[config.mk]
export PLATFORM = sky130hd
export DESIGN_NAME = tag_store_top
export DESIGN_NICKNAME = d
export VERILOG_FILES = /design/src/source/tag_store_pkg.sv /design/src/source/tag_store_top.sv /design/src/source/tag_store_ctrl.sv /design/src/source/resp_reg.sv /design/src/source/victim_select.sv /design/src/source/tag_compare.sv /design/src/source/tag_way_ram.sv
export SDC_FILE = /design/constraint.sdc
export NUM_CORES = 1
export LEC_CHECK = 0
export BUFFER_PORTS_ARGS = -buffer_cell sky130_fd_sc_hd__buf_2
export CAP_MARGIN = 0
export CORE_MARGIN = 3
export CORE_UTILIZATION = 55
export DETAILED_ROUTE_END_ITERATION = 12
export PLACE_DENSITY = 0.82
export SYNTH_ARGS = -nofsm -noshare
export SYNTH_HDL_FRONTEND = slang
export SYNTH_SLANG_ARGS = --single-unit
[constraint.sdc]
create_clock -name clk_i -period 3.6 [get_ports clk_i]
set_input_delay 0.54 -clock clk_i [delete_from_list [all_inputs] [get_ports clk_i]]
set_output_delay 0.54 -clock clk_i [all_outputs]
set_load 0.05 [all_outputs]
[src/source/tag_store_pkg.sv]
package tag_store_pkg;

  // Cache geometry
  localparam int unsigned NumWays     = 4;
  localparam int unsigned NumLines    = 16;
  localparam int unsigned IndexWidth  = 4;
  localparam int unsigned TagWidth    = 8;
  localparam int unsigned WayIdxWidth = 2;

  // Bit per way, used one-hot for way selection
  typedef logic [NumWays-1:0] way_ind_t;

  // Binary way number
  typedef logic [WayIdxWidth-1:0] way_idx_t;

  // Set index, the address into each way array
  typedef logic [IndexWidth-1:0] index_t;

  // Tag value
  typedef logic [TagWidth-1:0] tag_t;

  // Stored entry of one way in one set
  typedef struct packed {
    // Entry holds a line
    logic valid;
    // Line was modified since allocation
    logic dirty;
    // Tag of the held line
    tag_t tag;
  } tag_entry_t;

  // Request kinds
  typedef enum logic [0:0] {
    MODE_LOOKUP = 1'b0,
    MODE_FLUSH  = 1'b1
  } mode_e;

  // Controller states
  typedef enum logic [1:0] {
    ST_IDLE = 2'd0,
    ST_READ = 2'd1,
    ST_WAIT = 2'd2
  } ctrl_state_e;

endpackage
[src/source/tag_store_top.sv]
`timescale 1ns/1ns

module tag_store_top import tag_store_pkg::*; (
  input  logic     clk_i,
  input  logic     rst_n_i,
  // Request
  input  logic     valid_i,
  output logic     ready_o,
  input  mode_e    mode_i,
  input  index_t   index_i,
  input  tag_t     tag_i,
  input  logic     dirty_i,
  input  way_ind_t way_i,
  // Response
  output logic     valid_o,
  input  logic     ready_i,
  output way_ind_t res_way_o,
  output logic     res_hit_o,
  output logic     res_evict_o,
  output tag_t     res_evict_tag_o
);

  // Way array side
  logic                     rd;
  index_t                   index;
  way_ind_t                 we;
  tag_entry_t               wdata;
  tag_entry_t [NumWays-1:0] rdata;

  // Compare and victim side
  tag_t       req_tag;
  way_ind_t   sel_way;
  way_ind_t   hit;
  way_ind_t   valid_bits;
  way_ind_t   dirty_bits;
  tag_entry_t sel_entry;
  way_ind_t   victim;
  logic       victim_use;

  // Response staging
  logic     resp_full;
  logic     resp_unload;
  logic     load;
  way_ind_t ctrl_way;
  logic     ctrl_hit;
  logic     ctrl_evict;
  tag_t     ctrl_evict_tag;

  tag_store_ctrl i_ctrl (
    .clk_i, .rst_n_i, .valid_i, .ready_o, .mode_i, .index_i, .tag_i, .dirty_i, .way_i,
    .rd_o            (rd),
    .index_o         (index),
    .we_o            (we),
    .wdata_o         (wdata),
    .req_tag_o       (req_tag),
    .sel_way_o       (sel_way),
    .hit_i           (hit),
    .valid_bits_i    (valid_bits),
    .dirty_bits_i    (dirty_bits),
    .sel_entry_i     (sel_entry),
    .victim_i        (victim),
    .victim_use_o    (victim_use),
    .resp_full_i     (resp_full),
    .resp_unload_i   (resp_unload),
    .load_o          (load),
    .res_way_o       (ctrl_way),
    .res_hit_o       (ctrl_hit),
    .res_evict_o     (ctrl_evict),
    .res_evict_tag_o (ctrl_evict_tag)
  );

  // One tag array per way, all share index and read strobe
  for (genvar w = 0; w < NumWays; w++) begin : gen_way
    tag_way_ram i_ram (
      .clk_i, .rst_n_i,
      .rd_i    (rd),
      .we_i    (we[w]),
      .index_i (index),
      .wdata_i (wdata),
      .rdata_o (rdata[w])
    );
  end

  tag_compare i_compare (
    .rdata_i      (rdata),
    .req_tag_i    (req_tag),
    .sel_way_i    (sel_way),
    .hit_o        (hit),
    .valid_bits_o (valid_bits),
    .dirty_bits_o (dirty_bits),
    .sel_entry_o  (sel_entry)
  );

  victim_select i_victim (
    .clk_i, .rst_n_i,
    .valid_bits_i (valid_bits),
    .use_i        (victim_use),
    .victim_o     (victim)
  );

  resp_reg i_resp (
    .clk_i, .rst_n_i, .ready_i, .valid_o,
    .load_i      (load),
    .way_i       (ctrl_way),
    .hit_i       (ctrl_hit),
    .evict_i     (ctrl_evict),
    .evict_tag_i (ctrl_evict_tag),
    .full_o      (resp_full),
    .unload_o    (resp_unload),
    .way_o       (res_way_o),
    .hit_o       (res_hit_o),
    .evict_o     (res_evict_o),
    .evict_tag_o (res_evict_tag_o)
  );

endmodule

[src/source/tag_store_ctrl.sv]
`timescale 1ns/1ns

module tag_store_ctrl import tag_store_pkg::*; (
  input  logic       clk_i,
  input  logic       rst_n_i,
  // Request side
  input  logic       valid_i,
  output logic       ready_o,
  input  mode_e      mode_i,
  input  index_t     index_i,
  input  tag_t       tag_i,
  input  logic       dirty_i,
  input  way_ind_t   way_i,
  // Way array control
  output logic       rd_o,
  output index_t     index_o,
  output way_ind_t   we_o,
  output tag_entry_t wdata_o,
  // Compare results
  output tag_t       req_tag_o,
  output way_ind_t   sel_way_o,
  input  way_ind_t   hit_i,
  input  way_ind_t   valid_bits_i,
  input  way_ind_t   dirty_bits_i,
  input  tag_entry_t sel_entry_i,
  // Victim choice
  input  way_ind_t   victim_i,
  output logic       victim_use_o,
  // Output register
  input  logic       resp_full_i,
  input  logic       resp_unload_i,
  output logic       load_o,
  output way_ind_t   res_way_o,
  output logic       res_hit_o,
  output logic       res_evict_o,
  output tag_t       res_evict_tag_o
);

  ctrl_state_e state_q, state_d;

  // Captured request
  mode_e    mode_q;
  index_t   index_q;
  tag_t     tag_q;
  logic     dirty_q;
  way_ind_t way_q;

  logic accept;
  logic resp_free;
  logic lookup_hit;
  logic hit_clean;

  assign ready_o = (state_q == ST_IDLE);
  assign accept  = valid_i & ready_o;

  // Output register can take a new response this cycle
  assign resp_free = ~resp_full_i | resp_unload_i;

  assign lookup_hit = (mode_q == MODE_LOOKUP) & (|hit_i);
  // Hit entry not yet marked dirty
  assign hit_clean  = ~|(hit_i & dirty_bits_i);

  // Way the response and any write-back refer to
  assign sel_way_o = (mode_q == MODE_FLUSH) ? way_q :
                     (lookup_hit ? hit_i : victim_i);
  assign req_tag_o = tag_q;

  // Response fields, read data is stable in ST_READ and ST_WAIT
  assign res_way_o       = sel_way_o;
  assign res_hit_o       = lookup_hit;
  assign res_evict_o     = ~lookup_hit & (|(sel_way_o & valid_bits_i & dirty_bits_i));
  assign res_evict_tag_o = lookup_hit ? '0 : sel_entry_i.tag;

  always_comb begin
    state_d      = state_q;
    rd_o         = 1'b0;
    index_o      = index_q;
    we_o         = '0;
    wdata_o      = '0;
    victim_use_o = 1'b0;
    load_o       = 1'b0;
    unique case (state_q)
      ST_IDLE: begin
        if (valid_i) begin
          // Read all ways of the requested set at the accept edge
          rd_o    = 1'b1;
          index_o = index_i;
          state_d = ST_READ;
        end
      end
      ST_READ, ST_WAIT: begin
        if (resp_free) begin
          load_o  = 1'b1;
          state_d = ST_IDLE;
          if (mode_q == MODE_FLUSH) begin
            // Clear the named way
            we_o = sel_way_o;
          end else if (lookup_hit) begin
            // Only upgrade a clean line to dirty
            if (dirty_q && hit_clean) begin
              we_o    = sel_way_o;
              wdata_o = '{valid: 1'b1, dirty: 1'b1, tag: tag_q};
            end
          end else begin
            // Miss, allocate the victim
            we_o         = sel_way_o;
            wdata_o      = '{valid: 1'b1, dirty: dirty_q, tag: tag_q};
            victim_use_o = 1'b1;
          end
        end else begin
          state_d = ST_WAIT;
        end
      end
      default: state_d = ST_IDLE;
    endcase
  end

  always_ff @(posedge clk_i or negedge rst_n_i) begin
    if (!rst_n_i) begin
      state_q <= ST_IDLE;
    end else begin
      state_q <= state_d;
    end
  end

  always_ff @(posedge clk_i) begin
    if (accept) begin
      mode_q  <= mode_i;
      index_q <= index_i;
      tag_q   <= tag_i;
      dirty_q <= dirty_i;
      way_q   <= way_i;
    end
  end

  // A flush names exactly one way
  a_flush_onehot: assert property (@(posedge clk_i) disable iff (!rst_n_i)
    (accept && mode_i == MODE_FLUSH) |-> $onehot(way_i))
    else $error("flush accepted without a one-hot way");

endmodule

[src/source/resp_reg.sv]
`timescale 1ns/1ns

module resp_reg import tag_store_pkg::*; (
  input  logic     clk_i,
  input  logic     rst_n_i,
  input  logic     load_i,
  input  way_ind_t way_i,
  input  logic     hit_i,
  input  logic     evict_i,
  input  tag_t     evict_tag_i,
  input  logic     ready_i,
  output logic     full_o,
  output logic     unload_o,
  output logic     valid_o,
  output way_ind_t way_o,
  output logic     hit_o,
  output logic     evict_o,
  output tag_t     evict_tag_o
);

  logic full_q;

  assign full_o   = full_q;
  assign valid_o  = full_q;
  assign unload_o = full_q & ready_i;

  // Load wins over a same-edge unload
  always_ff @(posedge clk_i or negedge rst_n_i) begin
    if (!rst_n_i) begin
      full_q <= 1'b0;
    end else if (load_i) begin
      full_q <= 1'b1;
    end else if (unload_o) begin
      full_q <= 1'b0;
    end
  end

  always_ff @(posedge clk_i) begin
    if (load_i) begin
      way_o       <= way_i;
      hit_o       <= hit_i;
      evict_o     <= evict_i;
      evict_tag_o <= evict_tag_i;
    end
  end

  // Stalled response holds valid and data
  a_hold: assert property (@(posedge clk_i) disable iff (!rst_n_i)
    (valid_o && !ready_i) |=> valid_o && $stable({way_o, hit_o, evict_o, evict_tag_o}))
    else $error("response changed while stalled");

endmodule

[src/source/victim_select.sv]
`timescale 1ns/1ns

module victim_select import tag_store_pkg::*; (
  input  logic     clk_i,
  input  logic     rst_n_i,
  input  way_ind_t valid_bits_i,
  input  logic     use_i,
  output way_ind_t victim_o
);

  way_idx_t ptr_q;
  way_ind_t free_way;
  logic     all_valid;

  assign all_valid = &valid_bits_i;

  // Lowest-numbered invalid way, scan from the top down
  always_comb begin
    free_way = '0;
    for (int w = NumWays - 1; w >= 0; w--) begin
      if (!valid_bits_i[w]) begin
        free_way    = '0;
        free_way[w] = 1'b1;
      end
    end
  end

  // Full set falls back to the round-robin way
  always_comb begin
    if (all_valid) begin
      victim_o        = '0;
      victim_o[ptr_q] = 1'b1;
    end else begin
      victim_o = free_way;
    end
  end

  // Pointer moves only when it was actually used for a replacement
  always_ff @(posedge clk_i or negedge rst_n_i) begin
    if (!rst_n_i) begin
      ptr_q <= '0;
    end else if (use_i && all_valid) begin
      if (ptr_q == way_idx_t'(NumWays - 1)) begin
        ptr_q <= '0;
      end else begin
        ptr_q <= ptr_q + way_idx_t'(1);
      end
    end
  end

endmodule

[src/source/tag_compare.sv]
`timescale 1ns/1ns

module tag_compare import tag_store_pkg::*; (
  input  tag_entry_t [NumWays-1:0] rdata_i,
  input  tag_t                     req_tag_i,
  input  way_ind_t                 sel_way_i,
  output way_ind_t                 hit_o,
  output way_ind_t                 valid_bits_o,
  output way_ind_t                 dirty_bits_o,
  output tag_entry_t               sel_entry_o
);

  way_idx_t sel_idx;

  // Per-way match, only valid entries can hit
  always_comb begin
    for (int w = 0; w < NumWays; w++) begin
      valid_bits_o[w] = rdata_i[w].valid;
      dirty_bits_o[w] = rdata_i[w].dirty;
      hit_o[w]        = rdata_i[w].valid & (rdata_i[w].tag == req_tag_i);
    end
  end

  // One-hot to binary, selection is one-hot by construction
  always_comb begin
    sel_idx = '0;
    for (int w = 0; w < NumWays; w++) begin
      if (sel_way_i[w]) begin
        sel_idx = sel_idx | way_idx_t'(w);
      end
    end
  end

  // Stored entry of the selected way
  assign sel_entry_o = rdata_i[sel_idx];

  // A tag is allocated in at most one way of a set
  always_comb begin
    a_hit_onehot0: assert final ($onehot0(hit_o))
      else $error("multiple ways hit the same tag");
  end

endmodule

[src/source/tag_way_ram.sv]
`timescale 1ns/1ns

module tag_way_ram import tag_store_pkg::*; (
  input  logic       clk_i,
  input  logic       rst_n_i,
  input  logic       rd_i,
  input  logic       we_i,
  input  index_t     index_i,
  input  tag_entry_t wdata_i,
  output tag_entry_t rdata_o
);

  // One entry per set
  tag_entry_t mem_q [NumLines];
  tag_entry_t rdata_q;

  // Array clears to all invalid
  always_ff @(posedge clk_i or negedge rst_n_i) begin
    if (!rst_n_i) begin
      for (int i = 0; i < NumLines; i++) begin
        mem_q[i] <= '0;
      end
    end else if (we_i) begin
      mem_q[index_i] <= wdata_i;
    end
  end

  // Registered read port, data holds until the next read
  always_ff @(posedge clk_i or negedge rst_n_i) begin
    if (!rst_n_i) begin
      rdata_q <= '0;
    end else if (rd_i) begin
      rdata_q <= mem_q[index_i];
    end
  end

  assign rdata_o = rdata_q;

endmodule

==> impl_metrics.env <==
export IMPL_status="complete, no violations"
export IMPL_clock_sinks=717
export IMPL_critical_path_peak_fanout=22
export IMPL_grt_pass1_wl_mm=148.3
export IMPL_cts_max_level=3
export IMPL_setup_viol=0
export IMPL_share_seq_of_total_power_pct=39.0
export IMPL_vdd_drop_max_uv=524.7
export IMPL_power_internal_uw=17910
export IMPL_synthToLayoutAreaGrowth_pct=11.31
export IMPL_hold_class="primary input to register"
export IMPL_drcViolationCount=0
export IMPL_die_x_um=256.6
export IMPL_comb_power_share_pct=33.9
export IMPL_synth_area_leaders="dfrtp_1 (50%), mux2_2 (18%), nand2_1 (6.3%)"
export IMPL_core_area_sq_um=61940
export IMPL_wl_per_cell_um=24.26
export IMPL_nNetsFinal=3012
export IMPL_top_layer="met5"
export IMPL_initial_utilization_pct=55.78
export IMPL_critical_path_arrival_ps=4020
export IMPL_stdcell_count=3876
export IMPL_p_leak_uw=0.01810
export IMPL_clkTransAtPathRegs_ps=60
export IMPL_start_kind="register"
export IMPL_syn_cell_area_sq_um=34550
export IMPL_dr_pass1_iters=6
export IMPL_port_buffers=37
export IMPL_cts_tree="done"
export IMPL_grt_pass1_vias=26060
export IMPL_post_route_period_util_pct=97.07
export IMPL_finalCriticalPeriod_ps=3494
export IMPL_synth_top_area_cell="dfrtp_1"
export IMPL_worstMarginPinSlew_ps=1046
export IMPL_clkLatencyLatePin_ps=640
export IMPL_synth_warnings=0
export IMPL_row_count=91
export IMPL_synth_edff_count=32
export IMPL_drt_iter0_markers=2666
export IMPL_root_buffer="clkbuf_16"
export IMPL_vias_per_cell=6.427
export IMPL_power_share_clock_pct=27.1
export IMPL_syn_nets=3053
export IMPL_p_per_area_nw_per_um2=741.5
export IMPL_place_congestion=0.8969
export IMPL_swShare_pct=37.19
export IMPL_dp_hpwl_mm=58.12
export IMPL_report_final_slew_viol_count=0
export IMPL_fin_worst_skew_ps=29.81
export IMPL_wl_met2_mm=43.84
export IMPL_drive_above_1_share_pct=31.41
export IMPL_yosysUniqueCellTypes=62
export IMPL_p_sw_uw=10600
export IMPL_post_cts_buffers=0
export IMPL_overflow=0
export IMPL_finalHoldViolCount=0
export IMPL_synth_top_area_share_pct=49.62
export IMPL_totalWireLength_mm=94.04
export IMPL_grt_max_degree=100
export IMPL_grtUsageTotal_pct=28.49
export IMPL_synthCells=3025
export IMPL_ys_ff_latch=717
export IMPL_vias=24910
export IMPL_crit_path_end_kind="register"
export IMPL_post_place_cells=3744
export IMPL_max_slew_margin_pct=30.12
export IMPL_route_met3_wl_mm=7.980
export IMPL_yosysSeqAreaShare_pct=52.40
export IMPL_syn_avg_cell_area_sq_um=11.42
export IMPL_max_freq_mhz=286.2
export IMPL_r2r_cells=8
export IMPL_antenna_found_initial=5
export IMPL_numCtsBuffers=74
export IMPL_drt_met1_wl_mm=37.83
export IMPL_setup_ws_ps=105.7
export IMPL_pre_cts_ws_ps=48.29
export IMPL_worstSetupPathType="register to register"
export IMPL_ant_nets=0
export IMPL_cts_path_max_buffers=3
export IMPL_io_pin_count=38
export IMPL_timing_max_cap_violations=0
export IMPL_worstPathRequired_ps=4130
export IMPL_async_flop_share_pct=95.54
export IMPL_die_h_um=256.6
export IMPL_num_fill_cells=4555
export IMPL_synth_ff_type="dfrtp_1"
export IMPL_hold_depth=1
export IMPL_die_area_sq_um=65860
critical path: stages (launching register included):
cell and delay, ps:
edfxtp_1 530, xnor2_1 210, nand3_1 190, nor3_4 100
o41ai_2 440, a21o_2 500, buf_4 350, and3_1 620
mux2_2 410
per-stage QoR:
step / cell area, sq um / hold slack, ps / setup TNS, ps / power [uW] / utilization (%)
after global routing: 38450 / 81.56 / -0.4117 / 29730 / 62.08
after floorplan: 34550 / 244.4 / 0 / 17200 / -
final: 38450 / 90.89 / 0 / 28510 / 62.08
after global placement: 35920 / 460.1 / 0 / 20220 / 58.00
after detailed placement: 35920 / 474.6 / 0 / 20600 / 58.00
after CTS: 38390 / 69.29 / 0 / 28370 / 61.97
logic make-up (layout without fill, tap and decap cells):
group,after synthesis,after routing,share of synthesized area (%)
other cells,0,2,0
fa+ha+maj,6,6,0.2173
compound gates,241,241,5.820
flops,717,717,52.40
xor+xnor,32,32,0.8113
mux,656,656,22.11
buf+inv,299,311,3.864
simple gates,1074,1074,14.78
per-layer routing:
metal / up-vias / GRT usage [%]
met5: - / 0
met4: 2 / 14.36
met3: 290 / 6.074
met2: 1256 / 44.86
met1: 12740 / 37.55
li1: 10620 / -
area by class of cell:
cell class | instances | area, sq um | area share [%]
antenna | 2 | 5.005 | 0.01302
tap | 837 | 1047 | 2.723
multi-input combinational | 2009 | 15280 | 39.75
sequential | 717 | 18100 | 47.08
clock buffer | 113 | 2251 | 5.854
timing repair buffer | 162 | 1486 | 3.866
inverter | 20 | 76.32 | 0.1985
clock inverter | 16 | 200.2 | 0.5206
final timing paths:
kind                                           start                          end  slack, ps
setup reg to reg                 i_ctrl.req_tag_o[0]   gen_way[0].i_ram.mem_q[83]        110
min in group asynchronous                    rst_n_i  gen_way[1].i_ram.mem_q[120]        480
hold reg to reg            gen_way[0].i_ram.mem_q[0]    gen_way[0].i_ram.mem_q[0]        490
hold / removal                              way_i[0]              i_ctrl.way_q[0]         90
max in group asynchronous                    rst_n_i   gen_way[3].i_ram.mem_q[99]       2110
setup / recovery                 i_ctrl.req_tag_o[0]   gen_way[0].i_ram.mem_q[83]        110
Yosys cell counts, drive strengths merged, types with 10 or more instances:
cell    count
a211oi     40
a21o       32
a311o      10
a311oi    110
and3       75
buf       104
clkbuf    175
dfrtp     685
edfxtp     32
inv        19
mux2      643
mux2i      13
nand2     578
nand3     347
nand3b     10
nor3       26
o21ai      14
xnor2      32
registers in the layout, summed over array words and instances, names as in the netlist, 2 cells and up:
| signal | cells |
|---|---|
| i_victim.ptr_q | 2 |
| i_ctrl.state_q | 2 |
| i_resp.way_o | 4 |
| i_ctrl.req_tag_o | 8 |
| i_resp.evict_tag_o | 8 |
| i_ctrl.way_q | 4 |
| i_ctrl.index_q | 4 |
| gen_way.i_ram.mem_q | 640 |
| gen_way.i_ram.rdata_o | 40 |
power groups by stage:
stage	logic, uW	clock network (uW)	registers (uW)
3_5_place_dp	9400	0	11200
5_1_grt	10300	8140	11300
6_report	9650	7730	11100
2_1_floorplan	6100	0	11100
4_1_cts	9470	7810	11100
3_3_place_gp	9140	0	11100
layout by cell type (no fill, tap or decap), types with 34 or more instances in the layout:
master	count
mux2_1	34
buf_2	36
clkbuf_16	76
and3_1	65
buf_4	96
nand3_1	331
a211oi_1	40
dfrtp_1	685
a311oi_1	109
nand2_1	575
mux2_2	538
mux2_4	70
timing repair:
item	4_1_cts	5_1_grt
endpoints found under the setup margin	0	138
hold endpoints to repair	53	0
gates resized for setup	0	10
hold buffers	1	0
Note: power is estimated with default switching activity, not from simulation.
